$ cat src/hdl/axi_bridge_pkg.sv
`default_nettype none

package axi_bridge_pkg;

    // byte address on both the SRAM-like side and the AXI side
    typedef logic [31:0] addr_t;

    // one data word, always a full word on reads
    typedef logic [31:0] word_t;

    // byte lane enables, bit i covers bits 8*i+7 .. 8*i
    typedef logic [3:0] strb_t;

    // AXI transaction id
    typedef logic [3:0] axi_id_t;

    // instruction fetch
    localparam axi_id_t ID_INST = 4'd0;

    // data port read or write
    localparam axi_id_t ID_DATA = 4'd1;

endpackage

`default_nettype wire

$ cat src/hdl/axi_resp_router.sv
`timescale 1ns/1ps
`default_nettype none

module axi_resp_router (
    input  wire                            clk,
    input  wire                            resetn,
    // read response channel
    input  wire                            rvalid,
    input  wire axi_bridge_pkg::axi_id_t   rid,
    input  wire axi_bridge_pkg::word_t     rdata,
    output logic                           rready,
    // write response channel
    input  wire                            bvalid,
    input  wire axi_bridge_pkg::axi_id_t   bid,
    output logic                           bready,
    // results back to the core
    output logic                           inst_data_ok,
    output axi_bridge_pkg::word_t          inst_rdata,
    output logic                           data_data_ok,
    output axi_bridge_pkg::word_t          data_rdata
);

    logic                    r_full;
    logic                    r_inst;
    logic                    b_done;
    axi_bridge_pkg::word_t   rdata_q;

    // holding register is empty except in the pulse cycle
    assign rready = !r_full;
    assign bready = !b_done;

    always_ff @(posedge clk) begin
        if (!resetn) begin
            r_full <= 1'b0;
            b_done <= 1'b0;
        end else begin
            r_full <= rvalid && rready;
            // only the data port writes, so any B goes back there
            b_done <= bvalid && bready && (bid == axi_bridge_pkg::ID_DATA);
        end
    end

    // beat and its owner
    always_ff @(posedge clk) begin
        if (rvalid && rready) begin
            rdata_q <= rdata;
            r_inst  <= (rid == axi_bridge_pkg::ID_INST);
        end
    end

    assign inst_data_ok = r_full && r_inst;
    assign data_data_ok = (r_full && !r_inst) || b_done;

    assign inst_rdata = rdata_q;
    assign data_rdata = rdata_q;

endmodule

`default_nettype wire

$ cat config.mk
export PLATFORM = sky130hd
export DESIGN_NAME = axi_resp_router
export DESIGN_NICKNAME = d
export VERILOG_FILES = /design/src/hdl/axi_bridge_pkg.sv /design/src/hdl/axi_resp_router.sv
export SDC_FILE = /design/constraint.sdc
export NUM_CORES = 1
export LEC_CHECK = 0
export ABC_AREA = 1
export BUFFER_PORTS_ARGS = -buffer_cell sky130_fd_sc_hd__buf_2
export CAP_MARGIN = 10
export CELL_PAD_IN_SITES_DETAIL_PLACEMENT = 0
export CELL_PAD_IN_SITES_GLOBAL_PLACEMENT = 1
export CORE_MARGIN = 2
export CORE_UTILIZATION = 25
export CTS_CLUSTER_DIAMETER = 40
export DETAILED_ROUTE_END_ITERATION = 10
export GPL_TIMING_DRIVEN = 1
export HOLD_SLACK_MARGIN = 0.12
export PLACE_DENSITY = 0.81
export SYNTH_ARGS = -nofsm -noshare
export SYNTH_HDL_FRONTEND = slang
export SYNTH_SLANG_ARGS = --single-unit
$ cat constraint.sdc
create_clock -name clk -period 2.5 [get_ports clk]
set_clock_uncertainty 0.05 [all_clocks]
set_input_delay 0.625 -clock clk [delete_from_list [all_inputs] [get_ports clk]]
set_output_delay 0.625 -clock clk [all_outputs]
set_load 0.02 [all_outputs]
Word-level counts from Yosys, hierarchy flattened
Cells that the tools add are included.
{"block": "word_totals", "in_bits": 44, "rom_bits": 0, "register_bits": 35, "mem_bits_rw": 0, "wordCells": 15, "output_inout_bits": 68, "latch_bits": 0, "n_memories": 0}
{"block": "op_classes", "add_sub_neg": 0, "n_eq_ne": 1, "multipliers": 0, "bitwise": 0, "n_div": 0, "mux": 0, "n_reduce_logical": 10, "shift": 0, "order_cmp": 0}
{"operator": "$logic_and A1 B1 Y1", "n": 5}
{"operator": "$eq A4 B1 Y1 const B", "n": 1}
{"operator": "$logic_not A4 Y1", "n": 1}
{"operator": "$logic_not A1 Y1", "n": 3}
{"operator": "$logic_or A1 B1 Y1", "n": 1}

Longest topological paths before layout
{"block": "depth", "depth_word": 3, "mapped_depth": 4, "mapped_depth_nobuf": 4}

Worst setup path after synthesis
No wires, ideal clock.
{"block": "synth_timing", "path_kind": "in2reg", "startpoint": "input rvalid", "endpoint": "register rdata_q[0] (netlist: data_rdata[0]) (enable)", "required_time_ps": 2026, "arrival_time_ps": 2070, "slack_ps": -43, "n_path_buf": 0, "stages": 2, "setup_ps": 424, "path_cell_list": "inv_1 > nor2_1"}
{"block": "synth_via", "elab_chain_cells": 1}
{"item": "start: declaration", "line": "axi_resp_router.sv:8", "text": "input wire rvalid,"}
{"item": "$logic_and A1 B1 Y1", "line": "axi_resp_router.sv:45", "text": "if (rvalid && rready) begin"}
{"item": "end signal: assignment", "line": "axi_resp_router.sv:46", "text": "rdata_q <= rdata;"}
{"item": "end: declaration", "line": "axi_resp_router.sv:26", "text": "axi_bridge_pkg::word_t rdata_q;"}
No other way between the ends.
A chain may end at the register's enable or synchronous reset.

Worst setup path in the final report
{"block": "layout_timing", "startpoint": "register r_full", "endpoint": "output data_data_ok"}
{"block": "layout_via", "elab_chain_cells": 2}
{"item": "start: declaration", "line": "axi_resp_router.sv:23", "text": "logic r_full;"}
{"item": "start signal: assignment", "line": "axi_resp_router.sv:37", "text": "r_full <= rvalid && rready;"}
{"item": "$logic_and A1 B1 Y1", "line": "axi_resp_router.sv:52", "text": "assign data_data_ok = (r_full && !r_inst) || b_done;"}
{"item": "$logic_or A1 B1 Y1", "line": "axi_resp_router.sv:52"}
{"item": "end: declaration", "line": "axi_resp_router.sv:19", "text": "output logic data_data_ok,"}
No other way between the ends.

==> run_results.csv <==
group,metric,value,unit
status,status,"complete, no violations",
critical_path,arrival,1.04,ns
route,vias_per_cell,3.65,
grt,grt_overflow,0,
synthesis,synthesis.area,1360,um2
critical_path,required,1.82,ns
clock_network,clock_latency,0.28,ns
synthesis,synth_seq_area_share,76.1,%
placement,dp_cells,237,
clock_network,ctsResizeCount,0,
grt,grt_max_degree,20,
route,wl,2.50,mm
route,vias,894,
critical_path,critical_path_class,"register to primary output",
clock_network,cts_setup_buffers,0,
clock_network,numCtsBuffers,5,
worst_hold_path,worst_hold_path_type,"register to register",
timing,rsz0062_at_grt,"no",
clock_network,htreeDepth,2,
clock_network,cts_buffer_depth,2,
floorplan,coreArea,5170,um2
layout,syn2layout_area_growth,37.7,%
floorplan,die_area,6020,um2
synthesis,syn-num-nets,131,
floorplan,chipHeight,77.6,um
synthesis,synth_area_per_cell,15.6,um2
run,cap_violations,0,
layout,diodes,0,
route,routedWlPerCell,10.2,um
power_and_ir_drop,power,1.26,mW
synthesis,syn_inst,87,
timing,period_needed,1.71,ns
floorplan,initial_core_util,26.2,%
layout,utilization,36.1,%
timing,tightest_slew,0.460,ns
layout,fill_cells,525,
timing,hold_viol_final,0,
placement,routabilityCongestion,0.644,
critical_path,rrSetupSlack,1.16,ns
grt,first_global_vias,782,
power_and_ir_drop,p_leak,0.883,nW
layout,layout_common_cells,"buf_2 (111), edfxtp_1 (33), inv_1 (6)",
route,drtIter0Drc,24,
placement,dp_hpwl,2.06,mm
clock_network,path_clk_slew,0.07,ns
floorplan,die_x,77.6,um
critical_path,endpoint_kind,"primary output",
synthesis,synth_area_leaders,"edfxtp_1 (73%), buf_4 (18%), dfxtp_1 (3.0%)",
synthesis,yosys.area.top_type,"edfxtp_1",
grt,track_usage,8.22,%
timing,maxSlewViolCount,0,
floorplan,rows,26,
clock_network,holdBufCountCts,0,
timing,max_slew_margin,69.2,%
placement,port_buffers,111,
clock_network,cts-root-buf,"clkbuf_8",
critical_path,crit_fanout,4,
critical_path,crit_path_start_kind,"register",
layout,regArea,1030,um2
grt,grt_pass1_wl,3.63,mm
route,drt.antenna.violating_nets,0,
placement,pre_cts_ws,0.747,ns
timing,fmax,0.583,GHz
timing,fin_ws,0.785,ns
synthesis,synth_warnings,0,
layout,fin_cells,245,
layout,drive_above_1_share,68.6,%
clock_network,tritoncts,"built",
synthesis,netlist-cell-type-count,10,
layout,num-nets-final,218,
route,first_pass_iters,4,
synthesis,ys_seq_elements,35,
floorplan,io_pins,112,
clock_network,cts_sinks,35,
timing,fin_crit_sh,68.6,%
layout,final_common_cell,"buf_2",
route,drc,0,
grt,antenna_found_initial,1,
timing,setup_violations,0,
synthesis,synth_top_area_share,73.1,%
power_and_ir_drop,vdd_drop_max,0.245,mV
layout,multiInputGateArea,65.1,um2
power_and_ir_drop,cellPowerDensity,673,nW/um2
timing,fin_tns_setup,0,ns
## metal layers
layer / track usage (%) / vias to the layer above / share of wire [%]
met5: 0 / - / 0.32
met4: 3.21 / 2 / 0.96
met3: 5.23 / 6 / 15
met2: 12.8 / 79 / 48
met1: 8.96 / 377 / 36
li1: - / 430 / -
## worst paths after layout
| check | startpoint | end | cells after the start |
|---|---|---|---|
| max reg2reg | r_full | data_rdata[17] | 2 |
| min | b_done | b_done | 3 |
| min reg2reg | b_done | b_done | 3 |
| max | r_full | data_data_ok | 3 |
## Yosys cell counts
cell type	count
and2_1	1
buf_4	32
dfxtp_1	2
edfxtp_1	33
inv_1	6
inv_2	1
nand2_1	4
nor2_1	6
nor3_1	1
o21ai_2	1
## kinds of logic after synthesis
kind of cell | count (synthesis) | share of synthesized area [%]
and+or+nand+nor | 12 | 3.60
DFF | 35 | 76.1
buffers and inverters | 39 | 19.7
AOI/OAI and AO/OA | 1 | 0.646
## registers in the layout, indices dropped and copies added, names as in the netlist
| name | flops |
|---|---|
| b_done | 1 |
| r_inst | 1 |
| data_rdata | 32 |
| r_full | 1 |
## through the flow
| step | hold WS (ns) | cell area, um2 |
|---|---|---|
| 2_1_floorplan | 0.414 | 1360 |
| 3_3_place_gp | 0.432 | 1790 |
| 3_5_place_dp | 0.435 | 1790 |
| 4_1_cts | 0.446 | 1870 |
| 5_1_grt | 0.446 | 1870 |
| 6_report | 0.439 | 1870 |
## critical path, cell delays in order, from the launching register on
cell and delay [ns]:
dfxtp_1 0.43, inv_2 0.06, o21ai_2 0.10, buf_2 0.17
## where the power goes
part           internal [mW]  switching [mW]  total (mW)
Combinational         0.0702           0.122       0.192
Clock                  0.189           0.178       0.367
Sequential             0.681          0.0144       0.696
Total                  0.941           0.315        1.26
## final cells by class
type | count | area share, %
inverters | 7 | 1.41
well taps | 70 | 4.69
clock inverters | 2 | 0.402
repair buffers | 112 | 30.9
multi-input cells | 13 | 3.49
clock buffers | 6 | 3.89
flip-flops and latches | 35 | 55.3
No activity file was read; power rests on OpenSTA's default activity.
