===== config.mk =====
export PLATFORM = sky130hd
export DESIGN_NAME = axi_master_issue
export DESIGN_NICKNAME = d
export VERILOG_FILES = /design/src/hdl/axi_bridge_pkg.sv /design/src/hdl/axi_master_issue.sv
export SDC_FILE = /design/constraint.sdc
export NUM_CORES = 1
export LEC_CHECK = 0
export BUFFER_PORTS_ARGS = -buffer_cell sky130_fd_sc_hd__buf_2
export CORE_AREA = 4 4 84 86
export DETAILED_ROUTE_END_ITERATION = 16
export DIE_AREA = 0 0 88 90
export PLACE_DENSITY_LB_ADDON = 0.05
export RECOVER_POWER = 100
export SLEW_MARGIN = 5
export SYNTH_ARGS = -nofsm -noshare
export SYNTH_HDL_FRONTEND = slang
export SYNTH_SLANG_ARGS = --single-unit

===== constraint.sdc =====
create_clock -name clk -period 7.7 [get_ports clk]
set_input_delay 1.54 -clock clk [delete_from_list [all_inputs] [get_ports clk]]
set_output_delay 1.54 -clock clk [all_outputs]
set_load 0.02 [all_outputs]

===== src/hdl/axi_bridge_pkg.sv =====
`default_nettype none

package axi_bridge_pkg;

    // byte address on both the SRAM-like side and the AXI side
    typedef logic [31:0] addr_t;

    // one data word, always a full word on reads
    typedef logic [31:0] word_t;

    // byte lane enables, bit i covers bits 8*i+7 .. 8*i
    typedef logic [3:0] strb_t;

    // AXI transaction id
    typedef logic [3:0] axi_id_t;

    // instruction fetch
    localparam axi_id_t ID_INST = 4'd0;

    // data port read or write
    localparam axi_id_t ID_DATA = 4'd1;

endpackage

`default_nettype wire


===== src/hdl/axi_master_issue.sv =====
`timescale 1ns/1ps
`default_nettype none

module axi_master_issue (
    input  wire                            clk,
    input  wire                            resetn,
    // entry from the arbiter
    input  wire                            slot_valid,
    input  wire                            slot_wr,
    input  wire axi_bridge_pkg::axi_id_t   slot_id,
    input  wire axi_bridge_pkg::addr_t     slot_addr,
    input  wire axi_bridge_pkg::word_t     slot_wdata,
    input  wire axi_bridge_pkg::strb_t     slot_wstrb,
    output logic                           slot_ready,
    // read address channel
    output logic                           arvalid,
    input  wire                            arready,
    output axi_bridge_pkg::axi_id_t        arid,
    output axi_bridge_pkg::addr_t          araddr,
    // write address channel
    output logic                           awvalid,
    input  wire                            awready,
    output axi_bridge_pkg::axi_id_t        awid,
    output axi_bridge_pkg::addr_t          awaddr,
    // write data channel
    output logic                           wvalid,
    input  wire                            wready,
    output axi_bridge_pkg::word_t          wdata,
    output axi_bridge_pkg::strb_t          wstrb
);

    typedef enum logic [1:0] {
        S_IDLE,
        S_READ,
        S_WRITE
    } state_t;

    state_t                  state;
    logic                    aw_done;
    logic                    w_done;
    logic                    aw_last;
    logic                    w_last;
    axi_bridge_pkg::axi_id_t id_q;
    axi_bridge_pkg::addr_t   addr_q;
    axi_bridge_pkg::word_t   wdata_q;
    axi_bridge_pkg::strb_t   wstrb_q;

    assign slot_ready = (state == S_IDLE);

    assign arvalid = (state == S_READ);
    assign awvalid = (state == S_WRITE) && !aw_done;
    assign wvalid  = (state == S_WRITE) && !w_done;

    // each write channel is finished once it has been or is being accepted
    assign aw_last = aw_done || awready;
    assign w_last  = w_done || wready;

    always_ff @(posedge clk) begin
        if (!resetn) begin
            state   <= S_IDLE;
            aw_done <= 1'b0;
            w_done  <= 1'b0;
        end else begin
            case (state)
                S_IDLE: begin
                    if (slot_valid) begin
                        state   <= slot_wr ? S_WRITE : S_READ;
                        aw_done <= 1'b0;
                        w_done  <= 1'b0;
                    end
                end
                S_READ: begin
                    if (arready) begin
                        state <= S_IDLE;
                    end
                end
                S_WRITE: begin
                    // AW and W may be accepted in either order
                    if (awvalid && awready) begin
                        aw_done <= 1'b1;
                    end
                    if (wvalid && wready) begin
                        w_done <= 1'b1;
                    end
                    if (aw_last && w_last) begin
                        state <= S_IDLE;
                    end
                end
                default: state <= S_IDLE;
            endcase
        end
    end

    // hold the entry stable for the whole handshake
    always_ff @(posedge clk) begin
        if (slot_valid && slot_ready) begin
            id_q    <= slot_id;
            addr_q  <= slot_addr;
            wdata_q <= slot_wdata;
            wstrb_q <= slot_wstrb;
        end
    end

    assign arid   = id_q;
    assign araddr = addr_q;
    assign awid   = id_q;
    assign awaddr = addr_q;
    assign wdata  = wdata_q;
    assign wstrb  = wstrb_q;

endmodule

`default_nettype wire


# --- Word-level counts from Yosys, hierarchy flattened ---
# Cells that the tools add are included.
totals:
  register_bits: 76
  in_bits: 79
  wordCells: 39
op_classes:
  eq_ne: 7
  muxes: 10
  n_reduce_logical: 15
op_table:
  columns: ["operator", "count"]
  rows:
  - ["AND reduction 3 bit", 3]
  - ["two-way mux 2 bit", 4]
  - ["inequality test 2 x 1 -> 1 bit (second input constant)", 4]
  - ["logical AND 1 bit", 6]
  - ["one-hot mux 2 bit (3 select lines)", 1]
  - ["one-hot mux 1 bit (2 select lines)", 2]
  - ["two-way mux 1 bit", 3]
  - ["== test 2 x 1 -> 1 bit (second input constant)", 1]
  - ["== test 2 bit (second input constant)", 1]
  - ["logical NOT 1 bit", 2]
  - ["logical NOT 2 bit", 1]
  - ["logical OR 1 bit", 2]
  - ["inequality test 2 bit (second input constant)", 1]
  - ["nonzero test 2 bit", 1]

# --- Longest topological paths before layout ---
logic_depth:
  word_depth: 5
  depth_mapped: 3
  depth_no_buf: 3

# --- Worst setup path after synthesis ---
# No wires, ideal clock.
synth_path:
  path_kind: "input-to-reg"
  from: "in slot_valid"
  to: "reg addr_q[0] (netlist: araddr[0]), enable pin"
  setup_time_ns: 0.438
  arrival_ns: 3.225
  required_time_ns: 7.262
  path_slack_ns: 4.038
  path_stages: 1
  path_buffers: 0
  cell_sequence: "and2_1"
synth_via:
  elab_chain_cells: 1
synth_lines:
  columns: ["item", "line", "text"]
  rows:
  - ["start, declared", "axi_master_issue.sv:8", "input wire slot_valid,"]
  - ["logical AND 1 bit", "axi_master_issue.sv:96", "if (slot_valid && slot_ready) begin"]
  - ["end signal, assigned", "axi_master_issue.sv:98", "addr_q <= slot_addr;"]
  - ["end, declared", "axi_master_issue.sv:44", "axi_bridge_pkg::addr_t addr_q;"]
# Every way passes these cells.
# A chain may end at the register's enable or synchronous reset.

# --- Worst setup path after layout ---
layout_path:
  from: "reg state[1]"
  to: "out wvalid"
layout_via:
  elab_chain_cells: 2
layout_lines:
  columns: ["item", "line", "text"]
  rows:
  - ["start, declared", "axi_master_issue.sv:38", "state_t state;"]
  - ["start signal, assigned", "axi_master_issue.sv:67", "state <= slot_wr ? S_WRITE : S_READ;"]
  - ["== test 2 bit", "axi_master_issue.sv:52", "assign wvalid = (state == S_WRITE) && !w_done;"]
  - ["logical AND 1 bit", "axi_master_issue.sv:52", null]
  - ["end, declared", "axi_master_issue.sv:26", "output logic wvalid,"]
# Every way passes these cells.

==> metrics.txt <==
# TYPE chip_impl_metric gauge
chip_impl_metric{name="fillers",unit=""} 579
chip_impl_metric{name="max_slew_margin_vs_limit",unit=""} 0.4050
chip_impl_metric{name="io_pins",unit=""} 191
chip_impl_metric{name="synth.net_count",unit=""} 212
chip_impl_metric{name="cap_violations",unit=""} 0
chip_impl_metric{name="drive_gt1_frac",unit=""} 0.3013
chip_impl_metric{name="placed_area",unit="µm²"} 3412
chip_impl_metric{name="drtIter0Drc",unit=""} 44
chip_impl_metric{name="placementRows",unit=""} 29
chip_impl_metric{name="synth-seq-cells",unit=""} 76
chip_impl_metric{name="yosys_warning_total",unit=""} 0
chip_impl_metric{name="worstSkewPairLatency",unit="ns"} 0.33
chip_impl_metric{name="overflow",unit=""} 0
chip_impl_info{name="critical_path.startpoint_type",value="flop"} 1
chip_impl_metric{name="area_of_the_die",unit="µm²"} 7920
chip_impl_metric{name="detail_route.wirelength",unit="µm"} 5635
chip_impl_metric{name="hold_viol_final",unit=""} 0
chip_impl_metric{name="crit_required",unit="ns"} 6.16
chip_impl_metric{name="floorplan.die.height",unit="µm"} 90
chip_impl_metric{name="final_max_slew_viol_count",unit=""} 0
chip_impl_metric{name="grt_antenna_before_repair",unit=""} 0
chip_impl_metric{name="cts_buffers",unit=""} 9
chip_impl_metric{name="finish.instance_area",unit="µm²"} 3468
chip_impl_info{name="min-delay-path-class",value="reg2reg"} 1
chip_impl_metric{name="die_x",unit="µm"} 88
chip_impl_metric{name="detail-route-antenna-nets",unit=""} 0
chip_impl_metric{name="hold-path-cell-count",unit=""} 2
chip_impl_metric{name="residual_drc_count",unit=""} 0
chip_impl_metric{name="cts.clk_slew.worst_paths",unit="ns"} 0.07
chip_impl_metric{name="p_leak",unit="µW"} 0.001303
chip_impl_metric{name="place.port_buffers",unit=""} 190
chip_impl_metric{name="cts-htree-levels",unit=""} 3
chip_impl_metric{name="coreArea",unit="µm²"} 6277
chip_impl_metric{name="critical_path.max_fanout",unit=""} 7
chip_impl_metric{name="final_util",unit=""} 0.5525
chip_impl_metric{name="drt_pass1_iterations",unit=""} 4
chip_impl_info{name="netlist_top_cells_area",value="edfxtp_1 (82%), buf_4 (10%), dfxtp_1 (3.0%)"} 1
chip_impl_metric{name="wire_per_inst",unit="µm"} 14.87
chip_impl_metric{name="avgViaCountPerCell",unit=""} 4.256
chip_impl_metric{name="setup_viol",unit=""} 0
chip_impl_metric{name="cts_hold_repair.buffers",unit=""} 0
chip_impl_metric{name="synthesis.area_per_instance",unit="µm²"} 19.79
chip_impl_info{name="cts_tree",value="built"} 1
chip_impl_info{name="crit_path_cell_trace",value="nand2_1 > nor2_1 > clkbuf_1"} 1
chip_impl_metric{name="post-layout-total-power",unit="µW"} 928.8
chip_impl_metric{name="grt_usage",unit=""} 0.1387
chip_impl_metric{name="grt_max_degree",unit=""} 73
chip_impl_metric{name="finClkSkew",unit="ns"} 0.007890
chip_impl_metric{name="synth_cells",unit=""} 133
chip_impl_metric{name="area_growth_syn_to_layout",unit="%"} 31.75
chip_impl_metric{name="max_freq",unit="MHz"} 363.6
chip_impl_metric{name="finalSetupTns",unit="ns"} 0
chip_impl_metric{name="sink_count_of_the_clock_tree",unit=""} 76
chip_impl_info{name="critical-path-slowest-cell",value="dfxtp_1"} 1
chip_impl_metric{name="via_count_of_the_routed_design",unit=""} 1613
chip_impl_info{name="largest_area_contributor_in_the_synthesized_netlist",value="edfxtp_1"} 1
chip_impl_metric{name="post-dp-hpwl",unit="µm"} 4297
chip_impl_metric{name="final.min_clock_period",unit="ns"} 2.750
chip_impl_metric{name="clockBufferDepth",unit=""} 2
chip_impl_metric{name="post_cts.resized_instances",unit=""} 0
chip_impl_info{name="root_buffer",value="clkbuf_8"} 1
chip_impl_metric{name="mappedNetlistArea",unit="µm²"} 2633
chip_impl_info{name="outcome",value="finished clean"} 1
chip_impl_metric{name="ys_seq_area_frac",unit=""} 0.8517
chip_impl_metric{name="post_layout_nets",unit=""} 377
chip_impl_metric{name="power_density",unit="nW/µm²"} 267.8
chip_impl_metric{name="grt_pass1_wl",unit="µm"} 7969
chip_impl_info{name="rsz0062_at_grt",value="no"} 1
chip_impl_metric{name="synth.lib_cells_used.distinct",unit=""} 15
chip_impl_info{name="critical_path_class",value="reg2out"} 1
chip_impl_metric{name="fin_worst_hold_slack",unit="ns"} 0.5196
chip_impl_metric{name="timing.reg2reg.worst_path_depth",unit=""} 2
chip_impl_metric{name="grt_pass1_vias",unit=""} 1595
chip_impl_metric{name="critical_path_arrival",unit="ns"} 1.21
chip_impl_metric{name="yosys.area.top_type_share",unit=""} 0.8213
chip_impl_metric{name="gp_routability_congestion",unit=""} 0.7077
chip_impl_metric{name="slowest_delay",unit="ns"} 0.45
chip_impl_info{name="crit_path_end_kind",value="output pin"} 1
chip_impl_metric{name="antennaDiodeCount",unit=""} 0
chip_impl_metric{name="floorplan.initialDensity",unit=""} 0.4194
chip_impl_metric{name="post_cts_buffers",unit=""} 0
chip_impl_metric{name="final_min_period_over_clock_period",unit=""} 0.3571
chip_impl_metric{name="tightestPinTransition",unit="ns"} 0.8924
chip_impl_metric{name="irDropWorstVdd",unit="mV"} 0.1621
cell usage in the layout, fill, tap and decap left out, types with 2 or more instances in the layout:
master and n:
a21oi_1 3, clkinv_2 2, buf_2 75, o22ai_1 2, nor2_1 4, dfxtp_1 4
edfxtp_1 72, bufinv_16 2, nand2_1 4, clkbuf_8 9, clkbuf_1 116
final timing paths:
check	start	endpoint	slack, ns
max	state[1]	wvalid	4.95
min	w_done	w_done	0.52
max reg2reg	state[1]	arid[2]	6.00
min reg2reg	w_done	w_done	0.52
logic make-up (layout without fill, tap and decap cells):
kind of cell,Yosys count,count (layout),synth area share
flops,76,76,0.8517
buf+inv,38,207,0.1055
simple gates,12,12,0.02566
compound gates,7,7,0.01711
flip-flops by register name (all words and copies together), names as in the netlist:
signal / cells
aw_done: 1
state: 2
wstrb: 4
wdata: 32
araddr: 32
w_done: 1
arid: 4
synth_stat cells:
cell and number:
o221ai_1 1, a21oi_1 3, nand2_1 4, a2bb2oi_1 1, inv_1 1, and2_1 1, nor3b_2 1, and4bb_1 1
buf_4 36, inv_2 1, edfxtp_1 72, o22ai_1 2, nor2_1 4, nor2b_1 1, dfxtp_1 4
routing by layer:
layer / GRT usage / wire [µm]
met1: 0.1253 / 1736
met2: 0.2443 / 2940
met3: 0.07587 / 879
met4: 0.06522 / 78
met5: 0 / 0
power by group:
part / switching [µW] / total [µW] / leakage (µW) / internal, µW
logic: 85.7 / 117 / 0.000478 / 31.3
registers: 10.4 / 498 / 0.000723 / 488
clock network: 134 / 313 / 0.000102 / 180
through the flow:
step                      cells  setup WS (ns)
after floorplan             133          4.038
after global placement      364          4.901
after detailed placement    364          4.895
after CTS                   379          4.985
after global routing        379          4.838
final                       379          4.950
critical path, delay by kind of cell (launching register included):
family / cells / cell delay (ns)
buf+inv: 1 / 0.24
flops: 1 / 0.45
simple gates: 2 / 0.19
area by class of cell:
| class | count | area (µm²) | area share |
|---|---|---|---|
| flip-flops and latches | 76 | 2242 | 0.6465 |
| multi-input cells | 19 | 110.1 | 0.03175 |
| inverters | 2 | 7.507 | 0.002164 |
| clock buffers | 10 | 127.6 | 0.03680 |
| clock inverters | 5 | 77.57 | 0.02237 |
| repair buffers | 190 | 807.0 | 0.2327 |
| well taps | 77 | 96.34 | 0.02778 |
Note: power is estimated with default switching activity, not from simulation.
